File: src/logic/lsq_config.svh
//////////////////////////////
// queue depths and field widths
//////////////////////////////

`ifndef LSQ_CONFIG_SVH
`define LSQ_CONFIG_SVH

// queue depths
`define LSQ_LQ_DEPTH 4 // loads waiting on memory
`define LSQ_SQ_DEPTH 4 // stores waiting on commit

// field widths
`define LSQ_DATA_W 64 // data words and addresses
`define LSQ_TAG_W 6 // physical register tag
`define LSQ_ROB_W 5 // reorder buffer index

`endif

File: src/logic/lsq_pkg.sv
//////////////////////////////
// lsq field and entry types
//////////////////////////////

package lsq_pkg;

`include "lsq_config.svh"

	//////////////////////////////
	// fields
	//////////////////////////////

	typedef logic [`LSQ_DATA_W-1:0] data_t; // word or address
	typedef logic [`LSQ_TAG_W-1:0] prf_tag_t; // dest register tag
	typedef logic [`LSQ_ROB_W-1:0] rob_idx_t; // rob slot

	//////////////////////////////
	// queue entries
	//////////////////////////////

	// load that missed the store queue, 70 bits
	typedef struct packed {
		data_t addr;
		prf_tag_t tag; // where the result goes
	} load_entry_t;

	// store held until the rob commits it, 133 bits
	typedef struct packed {
		data_t addr;
		data_t data;
		rob_idx_t rob_idx; // matched against commit index
	} store_entry_t;

endpackage

File: src/logic/lsq_queue_if.sv
//////////////////////////////
// queue push side and contents
//////////////////////////////
`timescale 1ns/1ps

interface lsq_queue_if #(
	parameter type entry_t = logic,
	parameter int depth = 4
) ();

	// producer side
	logic push;
	entry_t push_entry;
	logic full;

	// consumer side
	entry_t head_entry;
	logic head_valid;
	logic pop;

	// contents oldest first, index 0 is the head
	entry_t entries [depth];
	logic [depth-1:0] valid;

	modport ring (input push, push_entry, pop,
		output full, head_entry, head_valid, entries, valid);

	modport producer (output push, push_entry,
		input full, entries, valid);

	modport consumer (input head_entry, head_valid,
		output pop);

endinterface

File: src/logic/lsq_ring.sv
//////////////////////////////
// circular queue, age ordered view
//////////////////////////////
`timescale 1ns/1ps

module lsq_ring #(
	parameter type entry_t = logic,
	parameter int depth = 4
) (
	input logic clock,
	input logic reset,
	lsq_queue_if.ring q
);

	localparam int PW = $clog2(depth);
	localparam int CW = $clog2(depth + 1);
	localparam logic [PW-1:0] LAST_PTR = PW'(depth - 1);
	localparam logic [CW-1:0] FULL_COUNT = CW'(depth);

	entry_t mem [depth]; // payload only
	logic [PW-1:0] head, tail;
	logic [CW-1:0] count; // occupancy
	logic do_push, do_pop;

	// pointer step with wrap for any depth
	function automatic logic [PW-1:0] bump(input logic [PW-1:0] p);
		return (p == LAST_PTR) ? '0 : p + 1'b1;
	endfunction

	assign q.full = (count == FULL_COUNT);
	assign q.head_valid = (count != '0);
	assign q.head_entry = mem[head];

	assign do_push = q.push && !q.full; // never overwrite
	assign do_pop = q.pop && q.head_valid;

	// rotate so slot 0 is the oldest entry
	always_comb begin
		for (int i = 0; i < depth; i++) begin
			q.entries[i] = mem[(int'(head) + i) % depth];
			q.valid[i] = (i < int'(count));
		end
	end

	always_ff @(posedge clock) begin
		if (reset) begin
			head <= '0;
			tail <= '0;
			count <= '0;
		end else begin
			if (do_push) tail <= bump(tail);
			if (do_pop) head <= bump(head);
			case ({do_push, do_pop})
				2'b10: count <= count + 1'b1;
				2'b01: count <= count - 1'b1;
				default: count <= count; // both or neither
			endcase
		end
	end

	always_ff @(posedge clock) begin
		if (do_push) mem[tail] <= q.push_entry;
	end

endmodule

File: src/logic/lsq_dispatch.sv
//////////////////////////////
// agen, store search, forwarding
//////////////////////////////
`timescale 1ns/1ps
`include "lsq_config.svh"

module lsq_dispatch (
	input logic clock,
	input logic reset,
	input logic dispatch_valid,
	input logic dispatch_is_store,
	input lsq_pkg::data_t dispatch_base,
	input lsq_pkg::data_t dispatch_offset,
	input lsq_pkg::data_t dispatch_store_data,
	input lsq_pkg::prf_tag_t dispatch_dest_tag,
	input lsq_pkg::rob_idx_t dispatch_rob_idx,
	output logic dispatch_ready,
	output logic cdb_fwd_valid,
	output lsq_pkg::prf_tag_t cdb_fwd_tag,
	output lsq_pkg::data_t cdb_fwd_data,
	lsq_queue_if.producer lq,
	lsq_queue_if.producer sq
);

	import lsq_pkg::*;

	logic accept;
	data_t addr; // base plus offset
	logic hit;
	data_t hit_data; // youngest matching store
	logic lq_push_q, sq_push_q; // push one cycle after accept
	load_entry_t lq_entry_q;
	store_entry_t sq_entry_q;
	logic lq_busy, sq_busy;

	// a push in flight counts as an entry already
	assign lq_busy = lq.full || (lq_push_q && lq.valid[`LSQ_LQ_DEPTH-2]);
	assign sq_busy = sq.full || (sq_push_q && sq.valid[`LSQ_SQ_DEPTH-2]);
	assign dispatch_ready = !lq_busy && !sq_busy;

	assign accept = dispatch_valid && dispatch_ready;
	assign addr = dispatch_base + dispatch_offset;

	//////////////////////////////
	// store queue search
	//////////////////////////////
	always_comb begin
		hit = 1'b0;
		hit_data = '0;
		// ascending age, so last match is youngest
		for (int i = 0; i < `LSQ_SQ_DEPTH; i++) begin
			if (sq.valid[i] && (sq.entries[i].addr == addr)) begin
				hit = 1'b1;
				hit_data = sq.entries[i].data;
			end
		end
		// store still on its way into the ring is younger than all
		if (sq_push_q && (sq_entry_q.addr == addr)) begin
			hit = 1'b1;
			hit_data = sq_entry_q.data;
		end
	end

	always_ff @(posedge clock) begin
		if (reset) begin
			lq_push_q <= 1'b0;
			sq_push_q <= 1'b0;
			cdb_fwd_valid <= 1'b0;
		end else begin
			lq_push_q <= accept && !dispatch_is_store && !hit; // miss
			sq_push_q <= accept && dispatch_is_store;
			cdb_fwd_valid <= accept && !dispatch_is_store && hit; // one cycle pulse
		end
	end

	// payload regs
	always_ff @(posedge clock) begin
		if (accept && !dispatch_is_store) begin
			lq_entry_q <= '{addr: addr, tag: dispatch_dest_tag};
			cdb_fwd_tag <= dispatch_dest_tag;
			cdb_fwd_data <= hit_data;
		end
		if (accept && dispatch_is_store)
			sq_entry_q <= '{addr: addr, data: dispatch_store_data, rob_idx: dispatch_rob_idx};
	end

	assign lq.push = lq_push_q;
	assign lq.push_entry = lq_entry_q;
	assign sq.push = sq_push_q;
	assign sq.push_entry = sq_entry_q;

endmodule

File: src/logic/lsq_mem_port.sv
//////////////////////////////
// wishbone master, commit and loads
//////////////////////////////
`timescale 1ns/1ps

module lsq_mem_port (
	input logic clock,
	input logic reset,
	input logic commit_valid,
	input lsq_pkg::rob_idx_t commit_rob_idx,
	output logic commit_ready,
	lsq_queue_if.consumer lq,
	lsq_queue_if.consumer sq,
	output logic wb_cyc,
	output logic wb_stb,
	output logic wb_we,
	output lsq_pkg::data_t wb_adr,
	output lsq_pkg::data_t wb_dat_w,
	input lsq_pkg::data_t wb_dat_r,
	input logic wb_ack,
	output logic cdb_mem_valid,
	output lsq_pkg::prf_tag_t cdb_mem_tag,
	output lsq_pkg::data_t cdb_mem_data
);

	import lsq_pkg::*;

	typedef enum logic [1:0] {
		MP_IDLE,
		MP_STORE, // write of a committed store
		MP_LOAD // read for the load queue head
	} mp_state_t;

	mp_state_t state;
	logic commit_hit; // commit names the store at the head
	logic load_start;
	prf_tag_t ld_tag_q; // tag of load in flight

	//////////////////////////////
	// arbitration
	//////////////////////////////
	assign commit_hit = commit_valid && sq.head_valid
		&& (sq.head_entry.rob_idx == commit_rob_idx);

	// store write wins over a waiting load
	assign commit_ready = (state == MP_IDLE) && commit_hit;
	assign load_start = (state == MP_IDLE) && !commit_hit && lq.head_valid;

	assign sq.pop = commit_ready; // store leaves as its write starts
	assign lq.pop = (state == MP_LOAD) && wb_ack; // load leaves at the ack

	// bus control straight from state
	assign wb_cyc = (state != MP_IDLE);
	assign wb_stb = wb_cyc; // classic, one beat per cycle
	assign wb_we = (state == MP_STORE);

	//////////////////////////////
	// fsm
	//////////////////////////////
	always_ff @(posedge clock) begin
		if (reset) begin
			state <= MP_IDLE;
			cdb_mem_valid <= 1'b0;
		end else begin
			cdb_mem_valid <= lq.pop; // cycle after ack
			case (state)
				MP_IDLE: begin
					if (commit_ready) state <= MP_STORE;
					else if (load_start) state <= MP_LOAD;
				end
				MP_STORE, MP_LOAD: begin
					if (wb_ack) state <= MP_IDLE; // free the bus
				end
				default: state <= MP_IDLE;
			endcase
		end
	end

	// address and data held for the whole cycle
	always_ff @(posedge clock) begin
		if (commit_ready) begin
			wb_adr <= sq.head_entry.addr;
			wb_dat_w <= sq.head_entry.data;
		end else if (load_start) begin
			wb_adr <= lq.head_entry.addr;
			ld_tag_q <= lq.head_entry.tag;
		end
	end

	// memory result regs
	always_ff @(posedge clock) begin
		if (lq.pop) begin
			cdb_mem_tag <= ld_tag_q;
			cdb_mem_data <= wb_dat_r; // read data comes with ack
		end
	end

endmodule

File: src/logic/lsq_top.sv
//////////////////////////////
// load/store queue top level
//////////////////////////////
`timescale 1ns/1ps
`include "lsq_config.svh"

module lsq_top (
	input logic clock,
	input logic reset,
	// dispatch, one instruction per cycle
	input logic dispatch_valid,
	input logic dispatch_is_store,
	input lsq_pkg::data_t dispatch_base,
	input lsq_pkg::data_t dispatch_offset,
	input lsq_pkg::data_t dispatch_store_data,
	input lsq_pkg::prf_tag_t dispatch_dest_tag,
	input lsq_pkg::rob_idx_t dispatch_rob_idx,
	output logic dispatch_ready,
	// forwarded load results
	output logic cdb_fwd_valid,
	output lsq_pkg::prf_tag_t cdb_fwd_tag,
	output lsq_pkg::data_t cdb_fwd_data,
	// store commit from the rob
	input logic commit_valid,
	input lsq_pkg::rob_idx_t commit_rob_idx,
	output logic commit_ready,
	// wishbone master
	output logic wb_cyc,
	output logic wb_stb,
	output logic wb_we,
	output lsq_pkg::data_t wb_adr,
	output lsq_pkg::data_t wb_dat_w,
	input lsq_pkg::data_t wb_dat_r,
	input logic wb_ack,
	// load results from memory
	output logic cdb_mem_valid,
	output lsq_pkg::prf_tag_t cdb_mem_tag,
	output lsq_pkg::data_t cdb_mem_data
);

	import lsq_pkg::*;

	lsq_queue_if #(.entry_t(load_entry_t), .depth(`LSQ_LQ_DEPTH)) lq_if ();
	lsq_queue_if #(.entry_t(store_entry_t), .depth(`LSQ_SQ_DEPTH)) sq_if ();

	lsq_ring #(.entry_t(load_entry_t), .depth(`LSQ_LQ_DEPTH)) u_lq_ring (
		.clock, .reset, .q(lq_if)
	);

	lsq_ring #(.entry_t(store_entry_t), .depth(`LSQ_SQ_DEPTH)) u_sq_ring (
		.clock, .reset, .q(sq_if)
	);

	lsq_dispatch u_dispatch (
		.clock, .reset,
		.dispatch_valid, .dispatch_is_store, .dispatch_base, .dispatch_offset,
		.dispatch_store_data, .dispatch_dest_tag, .dispatch_rob_idx, .dispatch_ready,
		.cdb_fwd_valid, .cdb_fwd_tag, .cdb_fwd_data,
		.lq(lq_if), .sq(sq_if)
	);

	lsq_mem_port u_mem_port (
		.clock, .reset,
		.commit_valid, .commit_rob_idx, .commit_ready,
		.lq(lq_if), .sq(sq_if),
		.wb_cyc, .wb_stb, .wb_we, .wb_adr, .wb_dat_w, .wb_dat_r, .wb_ack,
		.cdb_mem_valid, .cdb_mem_tag, .cdb_mem_data
	);

endmodule

File: config.mk
export PLATFORM = sky130hd
export DESIGN_NAME = lsq_top
export DESIGN_NICKNAME = d
export VERILOG_FILES = /design/src/logic/lsq_pkg.sv /design/src/logic/lsq_queue_if.sv /design/src/logic/lsq_ring.sv /design/src/logic/lsq_dispatch.sv /design/src/logic/lsq_mem_port.sv /design/src/logic/lsq_top.sv
export VERILOG_INCLUDE_DIRS = /design/src /design/src/logic
export SDC_FILE = /design/constraint.sdc
export NUM_CORES = 2
export LEC_CHECK = 0
export BUFFER_PORTS_ARGS = -buffer_cell sky130_fd_sc_hd__buf_2
export CORE_MARGIN = 5
export CORE_UTILIZATION = 65
export CTS_CLUSTER_DIAMETER = 50
export DETAILED_ROUTE_END_ITERATION = 10
export GPL_ROUTABILITY_DRIVEN = 1
export HOLD_SLACK_MARGIN = 0.12
export PLACE_DENSITY_LB_ADDON = 0.25
export SLEW_MARGIN = 25
export SYNTH_ARGS = -nofsm -noshare
export SYNTH_HDL_FRONTEND = slang
export SYNTH_SLANG_ARGS = --single-unit
File: constraint.sdc
create_clock -name clock -period 21.5 [get_ports clock]
set_clock_uncertainty 0.2 [all_clocks]
set_input_delay 3.225 -clock clock [delete_from_list [all_inputs] [get_ports clock]]
set_output_delay 3.225 -clock clock [all_outputs]
set_load 0.01 [all_outputs]
Word level (Yosys, flattened, before mapping)
Memory sizes are Yosys's and may differ from the RTL's. A register that Yosys moved wholly into a read port is not among the register bits.
Index checks and enable logic that the tools add are counted.
Widths: inputs -> output; s select.
- bits in registers: 491
- memory bits (writable): 812
- bits of input ports: 278
- word-level logic and storage cells: 136
- memories: 2
- add/sub/neg operators: 12
- magnitude comparators: 5
- eq/ne operators: 20
- mux-type cells: 32
- bitwise logic cells: 1
- reduce and logical (&&, ||, !) cells: 42
- memories (memory ; words ; bits a word ; rd ports ; clocked after memory_dff ; write ports ; line ; text):
    u_sq_ring.mem ; 4 ; 133 ; 5 ; 2 ; 1 ; lsq_ring.sv:20 ; entry_t mem [depth];
    u_lq_ring.mem ; 4 ; 70 ; 1 ; 1 ; 1 ; lsq_ring.sv:20 ;
- operators with widths (kind ; count):
    $mux 64 ; 7
    $eq 64x64->1 ; 5
    $add 64x64->64 ; 1
    $mux 2 ; 13
    $logic_and 1x1->1 ; 23
    $eq 2x2->1 const B ; 7
    $pmux 3 s2 ; 2
    $add 2x1->2 const B ; 5
    $lt 2x3->1 const A ; 3
    $mux 1 ; 9
    $reduce_bool 2->1 ; 4
    $logic_not 1->1 ; 7
    $add 3x1->3 const B ; 2
    $eq 2x1->1 const B ; 3
    $eq 3x3->1 const B ; 2
    $lt 1x3->1 const A ; 2
    $reduce_bool 3->1 ; 2
    $sub 3x1->3 const B ; 2
    $eq 5x5->1 ; 1
    $add 2x2->2 const B ; 2
    $pmux 2 s2 ; 1
    $reduce_and 2->1 ; 2
    $ne 3x2->1 const B ; 1
    $logic_not 2->1 ; 1
    other kinds (4) ; 5

Longest topological paths before layout
- depth in word-level cells: 10
- mapped depth: 21

Cells and area by module
Synthesis repeated with hierarchy kept, for this count alone.
- cell total of the unflattened synthesis: 5246
- area total of the unflattened synthesis: 79019.5 um2
- by module, submodules not included (module ; instances ; cells an instance ; area each (um2) ; sequential area each (um2)):
    lsq_ring (u_sq_ring) ; 1 ; 1376 ; 30458.0 ; 16155.5
    lsq_dispatch ; 1 ; 2808 ; 25150.4 ; 8077.7
    lsq_ring (u_lq_ring) ; 1 ; 753 ; 16238.1 ; 8588.2
    lsq_mem_port ; 1 ; 309 ; 7173.1 ; 6185.9

Worst setup path after synthesis
No wires, ideal clock.
- kind: in2out
- start: input port commit_rob_idx[3]
- end: output port commit_ready
- arrival time: 9.850 ns
- slack: 8.225 ns
- stages: 3
- path buffers: 0
- cells stage by stage: xnor2_1 nand4_1 nor4_1
- longest elaborated chain between the ends: 3
- RTL lines (item ; line ; text):
    start: declaration ; lsq_top.sv:25 ; input lsq_pkg::rob_idx_t commit_rob_idx,
    $eq 5x5->1 ; lsq_mem_port.sv:43 ; && (sq.head_entry.rob_idx == commit_rob_idx);
    $logic_and 1x1->1 ; lsq_mem_port.sv:43 ;
    $logic_and 1x1->1 ; lsq_mem_port.sv:46 ; assign commit_ready = (state == MP_IDLE) && commit_hit;
    end: declaration ; lsq_top.sv:26 ; output logic commit_ready,
No other way between the ends.

Final worst setup path
- start: input port dispatch_base[6]
- end: register u_dispatch.cdb_fwd_data[41] (data pin)
- longest elaborated chain between the ends: 8
- elaborated cells on any way between the ends: 16
- RTL lines (item ; line ; text):
    start: declaration ; lsq_top.sv:13 ; input lsq_pkg::data_t dispatch_base,
    $add 64x64->64 (*) ; lsq_dispatch.sv:42 ; assign addr = dispatch_base + dispatch_offset;
    via u_dispatch.addr[23] ; lsq_dispatch.sv:28 ; data_t addr;
    $eq 64x64->1 ; lsq_dispatch.sv:52 ; if (sq.valid[i] && (sq.entries[i].addr == addr)) begin
    $logic_and 1x1->1 ; lsq_dispatch.sv:52 ;
    $mux 64 (4 in a row) ; lsq_dispatch.sv:52 ;
    $mux 64 (*) ; lsq_dispatch.sv:58 ; if (sq_push_q && (sq_entry_q.addr == addr)) begin
    via u_dispatch.hit_data[41] ; lsq_dispatch.sv:30 ; data_t hit_data;
    end signal: assignment ; lsq_dispatch.sv:81 ; cdb_fwd_data <= hit_data;
    end: declaration ; lsq_dispatch.sv:20 ; output lsq_pkg::data_t cdb_fwd_data,
The timed path passes the listed nets; every way through them passes the cells marked *.
A chain may end at the register's enable or synchronous reset.

==> flow_metrics.env <==
export IMPL_drc=0
export IMPL_hold_ws_ns=0.219
export IMPL_routed_via_density=7.11
export IMPL_fp_dieW_um=334
export IMPL_area_delta_synth_final_pct=12.7
export IMPL_yosysSeqAreaShare=0.570
export IMPL_path_class="in2reg"
export IMPL_num_io_pins=553
export IMPL_instances_no_fill=6183
export IMPL_final_util=0.734
export IMPL_row_count=119
export IMPL_antenna_found_initial=15
export IMPL_hp_class="reg2reg"
export IMPL_clock_fmax_mhz=100
export IMPL_synth_area_leaders="edfxtp_1 56%, mux4_2 19%, xnor2_1 2.3%"
export IMPL_routabilityCongestion=1.04
export IMPL_wl_met3_mm=22.5
export IMPL_fin_crit_sh=0.463
export IMPL_synth_area_mm2=0.0684
export IMPL_synth_nets=4526
export IMPL_synth_edf_count=1283
export IMPL_grt_max_degree=92
export IMPL_power_density_mw_per_mm2=79.4
export IMPL_num_vias=43934
export IMPL_wl_met1_mm=66.3
export IMPL_dieHeight_um=334
export IMPL_met2_length_mm=93.9
export IMPL_syn_area_per_cell_um2=16.4
export IMPL_routedWlPerCell_um=31.1
export IMPL_ys_types=106
export IMPL_setup_violations=0
export IMPL_final_hold_viol_count=0
export IMPL_final_nets=5030
export IMPL_cp_top_family="compound AO/OA/AOI/OAI gates"
export IMPL_cts_resized_gates=0
export IMPL_p_leak_nw=25.3
export IMPL_clk_latency_ns=0.76
export IMPL_crit_arrival_ns=10.24
export IMPL_netlist_instances=4164
export IMPL_crit_path_cell_trace="buf_2 > ha_1 > a21oi_1 > o211ai_1 > a21oi_1 > o311ai_0 > xor2_1 > xor2_1 > or4_1 > nor4_1 > nand4_1 > nor4_2 > buf_4 > buf_4 > mux2i_1 > nor2_1 > o32a_1"
export IMPL_cts_setup_buffers=0
export IMPL_maxCapViolCount=0
export IMPL_final_min_clock_period_ns=9.96
export IMPL_ant_nets=0
export IMPL_slew_headroom=0.229
export IMPL_start_util=0.652
export IMPL_crit_fanout=45
export IMPL_dpl_cell_area_mm2=0.0722
export IMPL_r2r_slack_ns=13.45
export IMPL_fin_area_mm2=0.0771
export IMPL_cts_buffers_inserted=144
export IMPL_wl_mm=193
export IMPL_port_buffers=552
export IMPL_ys_ff_latch=1307
export IMPL_coreArea_mm2=0.105
export IMPL_worst_slew_pin_slew_ns=1.16
export IMPL_cts_sinks=1307
export IMPL_hold_buffers=0
export IMPL_synth_top_area_cell="edfxtp_1"
export IMPL_synthTopCellsByCount="1,283 x edfxtp_1, 586 x mux4_2, 325 x nor2_1"
export IMPL_cts_path_max_buffers=3
export IMPL_cp_num_buf_inv=3
export IMPL_yosysWarningCount=0
export IMPL_max_stage_delay_ns=0.84
export IMPL_grt_pass1_wl_mm=281
export IMPL_hpwl_mm=131
export IMPL_rsz0062_at_grt="false"
export IMPL_ctsHtreeMaxLevel=4
export IMPL_synth_most_common_cell="edfxtp_1"
export IMPL_yosysTopAreaCellShare=0.563
export IMPL_grtUsageTotal=0.340
export IMPL_cts_tree="done"
export IMPL_cp_end_kind="register"
export IMPL_first_iter_violations=5946
export IMPL_startpoint_type="primary input"
export IMPL_drv_slew=0
export IMPL_vdd_drop_max_mv=0.0774
export IMPL_numPlacedInstances=5912
export IMPL_clkTransAtPathRegs_ns=0.06
export IMPL_slowest_stage="xor2_1"
export IMPL_synth_ff_type="edfxtp_1"
export IMPL_async_reset_ff_frac=0
export IMPL_drtPass1Iterations=7
export IMPL_drive_gt1_frac=0.331
export IMPL_cts_root_buf="clkbuf_16"
export IMPL_grt_pass1_vias=42845
export IMPL_status="finished, final reports clean"
export IMPL_overflow=0
export IMPL_dieArea_mm2=0.112
export IMPL_required_ns=21.78
export IMPL_tns_ns=0
export IMPL_top_layer_used="met5"
[cells in the final DEF, fill, tap and decap left out, types with 56 or more instances in the layout]
cell	instances
a21oi_1	117
and2_1	78
buf_2	552
buf_4	66
clkbuf_16	148
edfxtp_1	1283
ha_1	81
mux2_2	66
mux2i_1	73
mux4_2	586
nand2_1	127
nand4_1	79
nor2_1	323
nor2b_1	69
o21ai_0	57
o32a_1	64
xnor2_1	177
xnor3_1	56
xor2_1	122
[logic make-up (layout without fill, tap and decap cells)]
| kind of cell | count (synthesis) | after routing | synth area share |
|---|---|---|---|
| AO/OA/AOI/OAI | 463 | 463 | 0.0511 |
| XOR/XNOR | 363 | 363 | 0.0588 |
| adder cells (fa/ha/maj) | 84 | 84 | 0.0156 |
| buffers and inverters | 321 | 943 | 0.0231 |
| flip-flops | 1307 | 1307 | 0.570 |
| multiplexers | 725 | 725 | 0.214 |
| other | 0 | 6 | 0 |
| AND/OR/NAND/NOR | 901 | 901 | 0.0667 |
[power breakdown]
part           internal [mW]  switching [mW]  leakage, nW  total [mW]
clock network           1.45            1.03         2.31        2.47
registers               2.89          0.0517         11.9        2.94
logic                  0.263           0.440         11.0       0.702
total                   4.60            1.52         25.3        6.12
[metal layers]
| metal | up-vias | GRT usage |
|---|---|---|
| li1 | 18015 | - |
| met1 | 22125 | 0.457 |
| met2 | 3237 | 0.544 |
| met3 | 547 | 0.0759 |
| met4 | 10 | 0.151 |
| met5 | - | 0 |
[registers in the layout (all words and copies together), names as in the netlist, 3 cells and up, named ones only]
| name | flops |
|---|---|
| u_mem_port.wb_adr | 64 |
| u_dispatch.cdb_fwd_data | 64 |
| u_dispatch.sq.push_entry | 133 |
| u_mem_port.cdb_mem_tag | 6 |
| u_mem_port.cdb_mem_data | 64 |
| u_sq_ring.count | 3 |
| u_dispatch.lq.push_entry | 64 |
| u_sq_ring.mem | 532 |
| u_mem_port.wb_dat_w | 64 |
| u_lq_ring.count | 3 |
| u_lq_ring.mem | 280 |
| u_dispatch.cdb_fwd_tag | 6 |
| u_mem_port.ld_tag_q | 6 |
[final timing paths]
check | start | end | depth (start not counted)
setup / recovery | dispatch_base[6] | u_dispatch.cdb_fwd_data[41] | 17
hold / removal | u_mem_port.ld_tag_q[5] | u_mem_port.cdb_mem_tag[5] | 0
setup reg to reg | u_sq_ring.head[0] | u_dispatch.cdb_fwd_data[41] | 17
hold reg to reg | u_mem_port.ld_tag_q[5] | u_mem_port.cdb_mem_tag[5] | 0
[through the flow]
step / setup slack (ns) / power [mW]
after global routing: 11.37 / 6.29
after floorplan: 8.23 / 3.40
after CTS: 11.74 / 6.12
after global placement: 11.01 / 3.66
final: 11.54 / 6.12
after detailed placement: 10.96 / 3.67
[final cells by class]
type                            count  area, um^2
Sequential cell                  1307       39000
Multi-Input combinational cell   2536       27900
Fill cell                        6363       27900
Clock inverter                     94         985
Tap cell                         1391        1740
Antenna cell                        6        15.0
Timing Repair Buffer              624        3350
Clock buffer                      170        3790
Inverter                           55         206
Power figures use the tool's default switching activity.
